--- src/include/fsab_mem_cfg.svh ---
`ifndef FSAB_MEM_CFG_SVH
`define FSAB_MEM_CFG_SVH

// FSAB bus geometry
`define FSAB_DATA_W 64
`define FSAB_MASK_W 8
`define FSAB_ADDR_W 31
`define FSAB_DID_W 4
`define FSAB_LEN_W 4
`define FSAB_LEN_MAX 8

// Request credits also reused for responses
`define FSAB_INITIAL_CREDITS 4

// On-chip RAM of 128-bit words
`define MEM_ADDR_W 6

`endif

--- src/hdl/fsab_mem_pkg.sv ---
`default_nettype none
`include "fsab_mem_cfg.svh"

package fsab_mem_pkg;

	typedef enum logic {
		FSAB_READ  = 1'b0,
		FSAB_WRITE = 1'b1
	} fsab_mode_e;

	typedef struct packed {
		fsab_mode_e               mode;
		logic [`FSAB_DID_W-1:0]  did;
		logic [`FSAB_DID_W-1:0]  subdid;
		logic [`FSAB_ADDR_W-1:0] addr;    // Byte address on a 16-byte boundary
		logic [`FSAB_LEN_W-1:0]  len;     // Beats
	} fsab_req_t;

	// Two beats packed for one RAM word
	typedef struct packed {
		logic [`FSAB_DATA_W-1:0] hi_data;
		logic [`FSAB_MASK_W-1:0] hi_mask;
		logic [`FSAB_DATA_W-1:0] lo_data; // Earlier beat
		logic [`FSAB_MASK_W-1:0] lo_mask;
	} wdata_pair_t;

	typedef struct packed {
		logic [`FSAB_DID_W-1:0] did;
		logic [`FSAB_DID_W-1:0] subdid;
		logic [`FSAB_LEN_W-1:0] len;
	} resp_hdr_t;

	typedef struct packed {
		logic [`FSAB_DATA_W-1:0] hi;
		logic [`FSAB_DATA_W-1:0] lo;      // Lower address
	} mem_word_t;

endpackage

`default_nettype wire

--- src/hdl/fsab_egress.sv ---
`timescale 1ns/1ps
`default_nettype none
`include "fsab_mem_cfg.svh"

module fsab_egress import fsab_mem_pkg::*; (
	input  wire                     clk0_tb,
	input  wire                     rst0_tb,
	input  wire                     hdr_empty,
	input  wire resp_hdr_t          hdr_q,
	input  wire                     word_empty,
	input  wire mem_word_t          word_q,
	output logic                    hdr_rd,
	output logic                    word_rd,
	output logic                    resp_done,
	output logic                    fsabi_valid,
	output logic [`FSAB_DID_W-1:0]  fsabi_did,
	output logic [`FSAB_DID_W-1:0]  fsabi_subdid,
	output logic [`FSAB_DATA_W-1:0] fsabi_data
);
	logic [`FSAB_LEN_W-1:0] beats_left;
	logic [`FSAB_LEN_W-1:0] cur_left;
	logic                   started;    // First beat right after the header pop
	logic                   upper;
	logic                   upper_sel;
	logic                   busy;
	logic                   last_beat;
	logic                   pop_new;

	assign busy      = started || (beats_left != 0);
	assign cur_left  = started ? hdr_q.len : beats_left;
	assign upper_sel = !started && upper;
	assign last_beat = busy && (cur_left == 1);
	assign pop_new   = !busy && !hdr_empty && !word_empty;

	assign hdr_rd  = pop_new;
	// Next word is fetched while its predecessor's upper half goes out
	assign word_rd = pop_new || (busy && upper_sel && !last_beat);

	assign resp_done    = last_beat;
	assign fsabi_valid  = busy;
	assign fsabi_did    = hdr_q.did;
	assign fsabi_subdid = hdr_q.subdid;
	assign fsabi_data   = upper_sel ? word_q.hi : word_q.lo;

	always_ff @(posedge clk0_tb or posedge rst0_tb) begin
		if (rst0_tb) begin
			started    <= 1'b0;
			beats_left <= '0;
			upper      <= 1'b0;
		end else begin
			started <= pop_new;
			if (busy) begin
				beats_left <= cur_left - 1'b1;
				upper      <= !upper_sel;
			end
		end
	end

endmodule

`default_nettype wire

--- config.mk ---
export PLATFORM = sky130hd
export DESIGN_NAME = fsab_egress
export DESIGN_NICKNAME = d
export VERILOG_FILES = /design/src/hdl/fsab_mem_pkg.sv /design/src/hdl/fsab_egress.sv
export VERILOG_INCLUDE_DIRS = /design/src /design/src/include
export SDC_FILE = /design/constraint.sdc
export NUM_CORES = 1
export LEC_CHECK = 0
export BUFFER_PORTS_ARGS = -buffer_cell sky130_fd_sc_hd__buf_2
export CAP_MARGIN = 20
export CORE_AREA = 2 2 85 87
export CTS_CLUSTER_SIZE = 8
export DETAILED_ROUTE_END_ITERATION = 8
export DIE_AREA = 0 0 87 89
export HOLD_SLACK_MARGIN = 0.12
export MAX_ROUTING_LAYER = met4
export PLACE_DENSITY = 0.65
export SYNTH_ARGS = -nofsm -noshare
export SYNTH_HDL_FRONTEND = slang
export SYNTH_SLANG_ARGS = --single-unit
--- constraint.sdc ---
create_clock -name clk0_tb -period 2.65 [get_ports clk0_tb]
set_input_delay 0.53 -clock clk0_tb [delete_from_list [all_inputs] [get_ports clk0_tb]]
set_output_delay 0.53 -clock clk0_tb [all_outputs]
set_load 0.02 [all_outputs]
After elaboration in Yosys (flattened, before gate mapping)
Index checks and enable logic that the tools add are counted.
{ "classes": {"add_sub_neg": 1, "eq_ne": 1, "n_mux": 2, "n_reduce_logical": 15} }
{ "ops": {"columns": ["op", "n"], "rows": [
  ["$mux 64", 1],
  ["$logic_and 1x1->1", 6],
  ["$logic_not 1->1", 6],
  ["$eq 4x1->1 const B", 1],
  ["$mux 4", 1],
  ["$reduce_bool 4->1", 1],
  ["$sub 4x1->4 const B", 1],
  ["$logic_or 1x1->1", 2]
]} }
{ "word_totals": {"register_bits": 6, "inputBits": 144} }

Depth between registers and ports, before layout
Gate-level depths: netlist (run 1).
{ "depth": {"ltp_word": 6, "depth_mapped": 6, "ltp_nobuf": 5} }

Worst setup path before layout (run 1)
OpenSTA, ideal clock, no wires.
{ "synth_timing": {"path_kind": "input to output", "from": "input port hdr_q[0] (netlist bit)", "to": "output port word_rd", "arrival_ps": 1308, "required_ps": 2120, "setup_slack_ps": 812, "path_stages": 4, "n_path_buf": 0, "cell_sequence": "mux2_2 -> ha_1 -> a21oi_1 -> mux2_2"} }
{ "synth_via": {"elab_chain_cells": 6} }
{ "synth_lines": {"columns": ["element", "line", "rtl"], "rows": [
  ["start, declared", "fsab_egress.sv:9", "input wire resp_hdr_t hdr_q,"],
  ["$mux 4", "fsab_egress.sv:30", "assign cur_left = started ? hdr_q.len : beats_left;"],
  ["$eq 4x1->1", "fsab_egress.sv:32", "assign last_beat = busy && (cur_left == 1);"],
  ["$logic_and 1x1->1", "fsab_egress.sv:32", null],
  ["$logic_not 1->1", "fsab_egress.sv:37", "assign word_rd = pop_new || (busy && upper_sel && !last_beat);"],
  ["$logic_and 1x1->1", "fsab_egress.sv:37", null],
  ["$logic_or 1x1->1", "fsab_egress.sv:37", null],
  ["end, declared", "fsab_egress.sv:13", "output logic word_rd,"]
]} }
Every way passes these cells.

Final worst setup path (run 1)
{ "layout_timing": {"from": "register started", "to": "output port fsabi_data[4]"} }
{ "layout_via": {"elab_chain_cells": 3} }
{ "layout_lines": {"columns": ["element", "line", "rtl"], "rows": [
  ["start, declared", "fsab_egress.sv:22", "logic started;"],
  ["start signal, assigned", "fsab_egress.sv:51", "started <= pop_new;"],
  ["$logic_not 1->1", "fsab_egress.sv:31", "assign upper_sel = !started && upper;"],
  ["$logic_and 1x1->1", "fsab_egress.sv:31", null],
  ["$mux 64", "fsab_egress.sv:43", "assign fsabi_data = upper_sel ? word_q.hi : word_q.lo;"],
  ["end, declared", "fsab_egress.sv:18", "output logic [`FSAB_DATA_W-1:0] fsabi_data"]
]} }
Every way passes these cells.

==> out/qor.yml, run 1 <==
timing:
  skew_ns: 0.00287
  finalSetupViolCount: 0
  slew_headroom_pct: 70.9
  worstMarginPinSlew_ns: 0.437
  period_share_pct: 91.5
  rsz0062_at_grt: "no"
  finalHoldViolCount: 0
  drv_slew: 0
  period_minus_slack_ns: 2.42
  fmax_ghz: 0.413
  timing.hold.ws_ns: 0.215
  tns_ns: 0
synth:
  synth.distinct_cells: 21
  yosysMostFrequentCell: "mux2_4"
  ys_seq_elements: 6
  synth.largest_area_cell: "mux2_4"
  synthCells: 115
  yosysWarnings: 0
  yosys.area.top_type_share_pct: 41.4
  syn-num-nets: 261
  yosysSeqAreaShare_pct: 10.9
  avgSynthCellArea_um2: 12.0
  synthesis.area_um2: 1380
  synth-async-reset-ratio_pct: 100
  yosys-top-cells-count: "mux2_4, mux2_2, buf_4, dfrtp_1, nor2_1"
  synth_edf_count: 0
  synthTopCellsByArea: "mux2_4, mux2_2, dfrtp_1"
  synth_ff_type: "dfrtp_1"
critical_path:
  r2r_slack_ns: 1.22
  crit_start: "started"
  crit_fanout: 33
  cp-end-kind: "output port"
  r2r-start: "beats_left[2]"
  critPathKind: "register to output port"
  cp.arrival_ns: 1.89
  cp.required_ns: 2.12
  cp-start-kind: "register"
  reg2reg_depth: 4
  reg2reg_to: "upper"
global_routing:
  antenna_found_initial: 0
  overflow: 0
  grt_use_total_pct: 10.6
  grt_pass1_vias: 1431
  grt_max_degree: 34
  grt_pass1_wl_mm: 6.44
routing:
  via_per_inst: 4.12
  drtIter0Drc: 11
  wire_per_inst_um: 12.4
  wl_met2_mm: 2.52
  wl_met3_um: 545
  top_layer: "met4"
  routed_wl_mm: 4.81
  vias: 1597
  drc_errors: 0
  m1WireLength_mm: 1.71
  antenna_left: 0
  drt_pass1_iterations: 2
die:
  initial_core_util_pct: 20.5
  io_pins: 220
  core_area_um2: 6720
  die_y_um: 89
  die_w_um: 87
  fp-row-count: 30
  die-area_um2: 7740
clocking:
  cts_tree: "built"
  numCtsBuffers: 3
  clockBufferDepth: 2
  cts_resized: 0
  cts_hold_buf: 0
  cts_sinks: 6
  cts_setup_buffers: 0
  h-tree-depth: 1
  worst_skew_pair.late_latency_ns: 0.22
  cts_root_buffer: "clkbuf_8"
  clk_pin_slew_ns: 0.04
power:
  ir_worst_vdd_mv: 0.618
  power_leakage_nw: 1.42
  p_per_area_nw_per_um2: 972
final_layout:
  fin_nets: 456
  drive_gt1_share_pct: 90.3
  area_delta_synth_final_pct: 76.0
  num-fill-cells: 693
  antenna_cells: 0
placement:
  port_buffers: 203
  dp_hpwl_mm: 4.40
  gp_congestion: 0.753
flow_run:
  cap_viol_max_count: 0
outcome:
  run_status: "finished clean"
worst_hold_path:
  holdCritPathClass: "input port to asynchronous set/reset pin"
## stage by stage
step	cells	total power, mW	util [%]	worst slack (ns)	cell area [um2]
3_5_place_dp	385	2.25	35.5	0.435	2380
6_report	388	2.36	36.1	0.226	2420
5_1_grt	388	2.52	36.1	0.124	2420
3_3_place_gp	385	2.22	35.5	0.480	2380
2_1_floorplan	115	1.81	-	0.812	1380
4_1_cts	388	2.39	36.1	0.203	2420
## kinds of logic after synthesis
group | after synthesis | share of synthesized area [%]
AOI/OAI and AO/OA | 4 | 1.73
xor gates and xnor gates | 2 | 1.27
adders and majority gates | 2 | 1.82
buffers and inverters | 20 | 11.6
DFF | 6 | 10.9
muxes | 69 | 66.6
and+or+nand+nor | 12 | 6.09
## worst max-delay path, cell delays in order, from the launching register on
cell,delay (ns)
dfrtp_1,0.51
nand2b_4,0.21
buf_4,0.38
mux2_2,0.39
buf_2,0.16
## flip-flops by register name, summed over array words and instances (netlist names)
signal / cells
beats_left: 4
started: 1
upper: 1
## worst max-delay path by stage
stage / slack [ns] / cells past startpoint / endpoint
2_1_floorplan: 0.81 / 4 / word_rd
3_3_place_gp: 0.48 / 4 / fsabi_data[4]
3_5_place_dp: 0.43 / 4 / fsabi_data[4]
4_1_cts: 0.20 / 4 / fsabi_data[4]
5_1_grt: 0.12 / 4 / fsabi_data[4]
6_report: 0.23 / 4 / fsabi_data[4]
## metal layers
metal | vias up | track usage, %
li1 | 793 | -
met1 | 679 | 11.5
met2 | 121 | 20.1
met3 | 4 | 2.31
met4 | 0 | 1.70
met5 | - | -
## cell type report
type	instances	area (um2)	area share (%)
multi-input cells	89	1070	44.0
flip-flops and latches	6	150	6.19
well taps	80	100	4.13
inverters	4	15.0	0.619
clock buffers	3	41.3	1.70
repair buffers	206	1050	43.3
## layout by cell type (no fill, tap or decap), types with 2 or more instances in the layout
master,synthesis,final
buf_2,2,203
buf_4,8,2
clkbuf_8,0,3
dfrtp_1,6,6
ha_1,2,2
inv_1,4,4
mux2_2,29,29
mux2_4,38,38
mux2i_1,2,2
nor2_1,6,6
nor3_1,2,2
o21ai_0,2,2
## power by group
group | internal (mW) | switching [mW]
Clock | 0.0974 | 0.0376
Combinational | 1.00 | 1.04
Sequential | 0.136 | 0.0452
Note: power is estimated with default switching activity, not from simulation.
==> run 2: changes to the inputs <==
--- a/config.mk
+++ b/config.mk
@@ -8,13 +8,13 @@
 export LEC_CHECK = 0
 export BUFFER_PORTS_ARGS = -buffer_cell sky130_fd_sc_hd__buf_2
 export CAP_MARGIN = 20
-export CORE_AREA = 2 2 85 87
+export CORE_AREA = 2 2 86 88
 export CTS_CLUSTER_SIZE = 8
 export DETAILED_ROUTE_END_ITERATION = 8
-export DIE_AREA = 0 0 87 89
+export DIE_AREA = 0 0 88 90
 export HOLD_SLACK_MARGIN = 0.12
 export MAX_ROUTING_LAYER = met4
-export PLACE_DENSITY = 0.65
+export PLACE_DENSITY = 0.64
 export SYNTH_ARGS = -nofsm -noshare
 export SYNTH_HDL_FRONTEND = slang
 export SYNTH_SLANG_ARGS = --single-unit
==> constraint.sdc (replaced) <==
create_clock -name clk0_tb -period 2.5 [get_ports clk0_tb]
set_input_delay 0.5 -clock clk0_tb [delete_from_list [all_inputs] [get_ports clk0_tb]]
set_output_delay 0.5 -clock clk0_tb [all_outputs]
set_load 0.02 [all_outputs]
==> out/qor.yml, run 2 (synthesized netlist as in run 1, its figures left out) <==
outcome:
  run_status: "finished clean"  # unchanged
die:
  initial_core_util_pct: 19.6  # was 20.5%
  die-area_um2: 7920  # was 7740 um2
  fp-row-count: 31  # was 30
  die_y_um: 90  # was 89 um
  die_w_um: 88  # was 87 um
  core_area_um2: 7020  # was 6720 um2
  io_pins: 220  # unchanged
critical_path:
  cp.required_ns: 2.00  # was 2.12 ns
  cp-start-kind: "register"  # unchanged
  crit_top_cell: "mux2_2"
  slowest_stage: "dfrtp_1"  # unchanged
  cp-end-kind: "output port"  # unchanged
  crit_fanout: 8  # was 33
  max_stage_delay_ns: 0.52  # was 0.51 ns
  path_cells: "mux2_2 > ha_1 > a21oi_1 > mux2_2 > buf_2"  # was nand2b_4 > buf_4 > mux2_2 > buf_2
  critPathKind: "register to output port"  # unchanged
  r2r_slack_ns: 1.03  # was 1.22 ns
  cp.arrival_ns: 1.79  # was 1.89 ns
clocking:
  cts_setup_buffers: 0  # unchanged
  h-tree-depth: 1  # unchanged
  worst_skew_pair.late_latency_ns: 0.22  # about the same
  clockBufferDepth: 2  # unchanged
  cts_tree: "built"  # unchanged
  clk_pin_slew_ns: 0.04  # about the same
  cts_sinks: 6  # unchanged
  numCtsBuffers: 3  # unchanged
  cts_hold_buf: 0  # unchanged
  cts_root_buffer: "clkbuf_8"  # unchanged
  cts_resized: 0  # unchanged
timing:
  worstMarginPinSlew_ns: 0.317  # was 0.437 ns
  skew_ns: 0.00114  # was 0.00287 ns
  tns_ns: 0  # unchanged
  finalSetupViolCount: 0  # unchanged
  rsz0062_at_grt: "no"  # unchanged
  finalHoldViolCount: 0  # unchanged
  slew_headroom_pct: 78.9  # was 70.9%
  period_minus_slack_ns: 2.29
  drv_slew: 0  # unchanged
  period_share_pct: 91.5
  fmax_ghz: 0.437
placement:
  port_buffers: 203  # unchanged
  dp_hpwl_mm: 3.90  # was 4.40 mm
  gp_congestion: 0.778  # was 0.753
  dp_cells: 404  # was 385
final_layout:
  multi_input_area_um2: 1070  # unchanged
  mostFrequentLayoutCell: "buf_2"  # unchanged
  fin_nets: 456  # unchanged
  drive_gt1_share_pct: 90.3  # unchanged
  final_cell_mix: "buf_2, mux2_4, mux2_2"  # unchanged
  regMostFlops: "beats_left"  # unchanged
  seqCellArea_um2: 150  # unchanged
  reg_top3: "beats_left: 4 flops, started: 1 flops, upper: 1 flops"  # unchanged
  antenna_cells: 0  # unchanged
  num-fill-cells: 707  # was 693
  area_delta_synth_final_pct: 78.7  # was 76.0%
  final_cells: 407  # was 388
  largest_reg_flops: 4  # unchanged
routing:
  drc_errors: 0  # unchanged
  wire_per_inst_um: 10.7  # was 12.4 um
  drt_pass1_iterations: 3  # was 2
  antenna_left: 0  # unchanged
  routed_wl_mm: 4.35  # was 4.81 mm
  drtIter0Drc: 14  # was 11
  vias: 1626  # was 1597
  via_per_inst: 4.00  # was 4.12
power:
  switching_share_pct: 47.3  # was 47.7%
  p_comb_share_pct: 86.4  # was 86.6%
  power_leakage_nw: 1.42  # about the same
  pwr-share-clk_pct: 5.8  # was 5.7%
  p_int_mw: 1.33  # was 1.23 mW
  p_per_area_nw_per_um2: 1030  # was 972 nW/um2
  ir_worst_vdd_mv: 0.553  # was 0.618 mV
  seqPwrFrac_pct: 7.8  # was 7.7%
  switching_power_mw: 1.19  # was 1.12 mW
global_routing:
  overflow: 0  # unchanged
  grt_pass1_wl_mm: 6.02  # was 6.44 mm
  grt_use_total_pct: 9.37  # was 10.6%
  grt_pass1_vias: 1486  # was 1431
  antenna_found_initial: 0  # unchanged
  grt_max_degree: 35  # was 34
flow_run:
  cap_viol_max_count: 0  # unchanged
worst_hold_path:
  holdCritPathClass: "input port to asynchronous set/reset pin"  # unchanged
## run 2: cell types whose count changed in the layout (fill, tap and decap cells not counted)
cell	before	now
buf_12	1	2
buf_4	2	1
## run 2: metrics by stage
step	cell area (um2)	power (mW)	utilization, %	setup WS, ns	hold WS (ns)
floorplan	1380	1.91	-	0.697	0.291
global placement	2420	2.39	34.5	0.464	0.424
detailed placement	2420	2.40	34.5	0.443	0.429
CTS	2460	2.56	35.1	0.203	0.188
global route	2460	2.69	35.1	0.109	0.191
finish	2460	2.52	35.1	0.213	0.181
## run 2: layer usage
layer	wire length (um)	up-vias	global-route usage, %	share of wire [%]
met2	2170	123	18.0	50
met4	36	0	2.44	0.83
met3	486	4	2.02	11
li1	-	793	-	-
met5	0	-	-	0
met1	1650	706	9.23	38
## run 2: critical path: cells and delay by family (launching register included)
| family | cells | cell delay [ns] |
|---|---|---|
| flops | 1 | 0.52 |
| buf+inv | 1 | 0.16 |
| fa+ha+maj | 1 | 0.20 |
| compound gates | 1 | 0.13 |
| mux | 2 | 0.56 |
## run 2: worst paths after layout
path	startpoint	endpoint	cells past startpoint
worst min register to register	upper	upper	1
worst max register to register	started	beats_left[2]	5
min in group clk0_tb	upper	upper	1
worst min-delay path	rst0_tb	beats_left[3]	2
worst max-delay path	started	word_rd	5
max in group asynchronous	rst0_tb	upper	2
## run 2: area by class of cell
class / instances / share of cell area [%]
Clock buffer: 3 / 1.68
Inverter: 4 / 0.610
Multi-Input combinational cell: 89 / 43.4
Sequential cell: 6 / 6.10
Tap cell: 99 / 5.03
Timing Repair Buffer: 206 / 43.2
## run 2: power by group through the flow
stage	clock, mW	sequential, mW	combinational [mW]
floorplan	0	0.180	1.73
global placement	0	0.194	2.19
detailed placement	0	0.196	2.20
CTS	0.154	0.196	2.21
global route	0.159	0.202	2.33
finish	0.147	0.196	2.18
==> run 3: changes to the inputs <==
--- a/config.mk
+++ b/config.mk
@@ -14,7 +14,7 @@
 export DIE_AREA = 0 0 88 90
 export HOLD_SLACK_MARGIN = 0.12
 export MAX_ROUTING_LAYER = met4
-export PLACE_DENSITY = 0.64
+export PLACE_DENSITY = 0.57
 export SYNTH_ARGS = -nofsm -noshare
 export SYNTH_HDL_FRONTEND = slang
 export SYNTH_SLANG_ARGS = --single-unit
==> out/qor.yml, run 3 (synthesized netlist as in run 1, its figures left out) <==
critical_path:
  cp.required_ns: 2.00  # about the same
  path_delay_family: "multiplexers"  # unchanged
  cp-start-kind: "register"  # unchanged
  cp-end-kind: "output port"  # unchanged
  critPathKind: "register to output port"  # unchanged
  r2r_slack_ns: 1.02  # was 1.03 ns
  cp.arrival_ns: 1.79  # about the same
  crit_fanout: 8  # unchanged
  max_stage_delay_ns: 0.54  # was 0.52 ns
  crit_top_cell: "mux2_2"  # unchanged
  path_cells: "mux2_2 > ha_1 > a21oi_1 > mux2_2 > buf_2"  # unchanged
  crit_buf_inv: 1  # unchanged
  slowest_stage: "dfrtp_1"  # unchanged
routing:
  vias: 1632  # was 1626
  via_per_inst: 4.01  # was 4.00
  drc_errors: 0  # unchanged
  drtIter0Drc: 19  # was 14
  antenna_left: 0  # unchanged
  routed_wl_mm: 4.45  # was 4.35 mm
  drt_pass1_iterations: 3  # unchanged
  wire_per_inst_um: 10.9  # was 10.7 um
placement:
  postPlaceCellArea_um2: 2420  # unchanged
  gp_congestion: 0.741  # was 0.778
  port_buffers: 203  # unchanged
  dp_cells: 404  # unchanged
  dp_hpwl_mm: 3.95  # was 3.90 mm
clocking:
  cts_hold_buf: 0  # unchanged
  cts_resized: 0  # unchanged
  numCtsBuffers: 3  # unchanged
  cts_setup_buffers: 0  # unchanged
  clk_pin_slew_ns: 0.04  # about the same
  cts_tree: "built"  # unchanged
  cts_sinks: 6  # unchanged
  worst_skew_pair.late_latency_ns: 0.23  # was 0.22 ns
  clockBufferDepth: 2  # unchanged
  h-tree-depth: 1  # unchanged
  cts_root_buffer: "clkbuf_8"  # unchanged
flow_run:
  cap_viol_max_count: 0  # unchanged
power:
  p_per_area_nw_per_um2: 1030  # about the same
  ir_worst_vdd_mv: 0.578  # was 0.553 mV
  power_leakage_nw: 1.42  # unchanged
timing:
  finalSetupViolCount: 0  # unchanged
  slew_headroom_pct: 76.7  # was 78.9%
  period_share_pct: 91.6  # was 91.5%
  skew_ns: 0.00509  # was 0.00114 ns
  rsz0062_at_grt: "no"  # unchanged
  drv_slew: 0  # unchanged
  worstMarginPinSlew_ns: 0.350  # was 0.317 ns
  finalHoldViolCount: 0  # unchanged
  timing.hold.ws_ns: 0.187  # was 0.181 ns
  period_minus_slack_ns: 2.29  # about the same
  tns_ns: 0  # unchanged
  fmax_ghz: 0.437  # about the same
die:
  io_pins: 220  # unchanged
  die_y_um: 90  # unchanged
  die_w_um: 88  # unchanged
  die-area_um2: 7920  # unchanged
  fp-row-count: 31  # unchanged
  initial_core_util_pct: 19.6  # unchanged
  core_area_um2: 7020  # unchanged
global_routing:
  grt_use_total_pct: 9.96  # was 9.37%
  overflow: 0  # unchanged
  grt_pass1_vias: 1499  # was 1486
  antenna_found_initial: 0  # unchanged
  grt_pass1_wl_mm: 6.31  # was 6.02 mm
  grt_max_degree: 36  # was 35
final_layout:
  final_cell_mix: "buf_2, mux2_4, mux2_2"  # unchanged
  regMostFlops: "beats_left"  # unchanged
  fin_nets: 456  # unchanged
  fin_area_um2: 2460  # unchanged
  reg_top3: "beats_left: 4 flops, started: 1 flops, upper: 1 flops"  # unchanged
  antenna_cells: 0  # unchanged
  final_cells: 407  # unchanged
  area_delta_synth_final_pct: 78.7  # unchanged
  mostFrequentLayoutCell: "buf_2"  # unchanged
  largest_reg_flops: 4  # unchanged
  drive_gt1_share_pct: 90.3  # unchanged
worst_hold_path:
  holdCritPathClass: "input port to asynchronous set/reset pin"  # unchanged
outcome:
  run_status: "finished clean"  # unchanged
==> run 3: path summary, 6_finish.rpt <==
| check | start | to | cells after the start |
|---|---|---|---|
| max reg2reg | started | beats_left[2] | 5 |
| min in group clk0_tb | upper | upper | 1 |
| max | started | word_rd | 5 |
| min | rst0_tb | beats_left[2] | 2 |
| min reg2reg | upper | upper | 1 |
| max in group asynchronous | rst0_tb | beats_left[1] | 2 |
==> run 3: where the power goes <==
part	switching, mW	internal, mW	total, mW
Clock	0.0426	0.103	0.146
Combinational	1.10	1.08	2.19
Sequential	0.0524	0.144	0.196
Total	1.20	1.33	2.53
==> run 3: cell type report <==
class                   instances  area [um2]
fillers                       718        4560
multi-input cells              89        1070
repair buffers                206        1060
flip-flops and latches          6         150
well taps                      99         124
clock buffers                   3        41.3
inverters                       4        15.0
==> run 3: per-stage QoR <==
step	power (mW)	worst slack [ns]	utilization (%)
floorplan	1.91	0.697	-
global placement	2.39	0.466	34.5
detailed placement	2.40	0.442	34.5
CTS	2.56	0.202	35.1
global route	2.70	0.123	35.1
finish	2.53	0.210	35.1
==> run 3: layer usage <==
| metal | global-route usage, % | wire [um] | vias up |
|---|---|---|---|
| li1 | - | - | 796 |
| met1 | 10.4 | 1660 | 715 |
| met2 | 18.9 | 2270 | 117 |
| met3 | 2.02 | 489 | 4 |
| met4 | 1.92 | 31 | 0 |
| met5 | - | 0 | - |
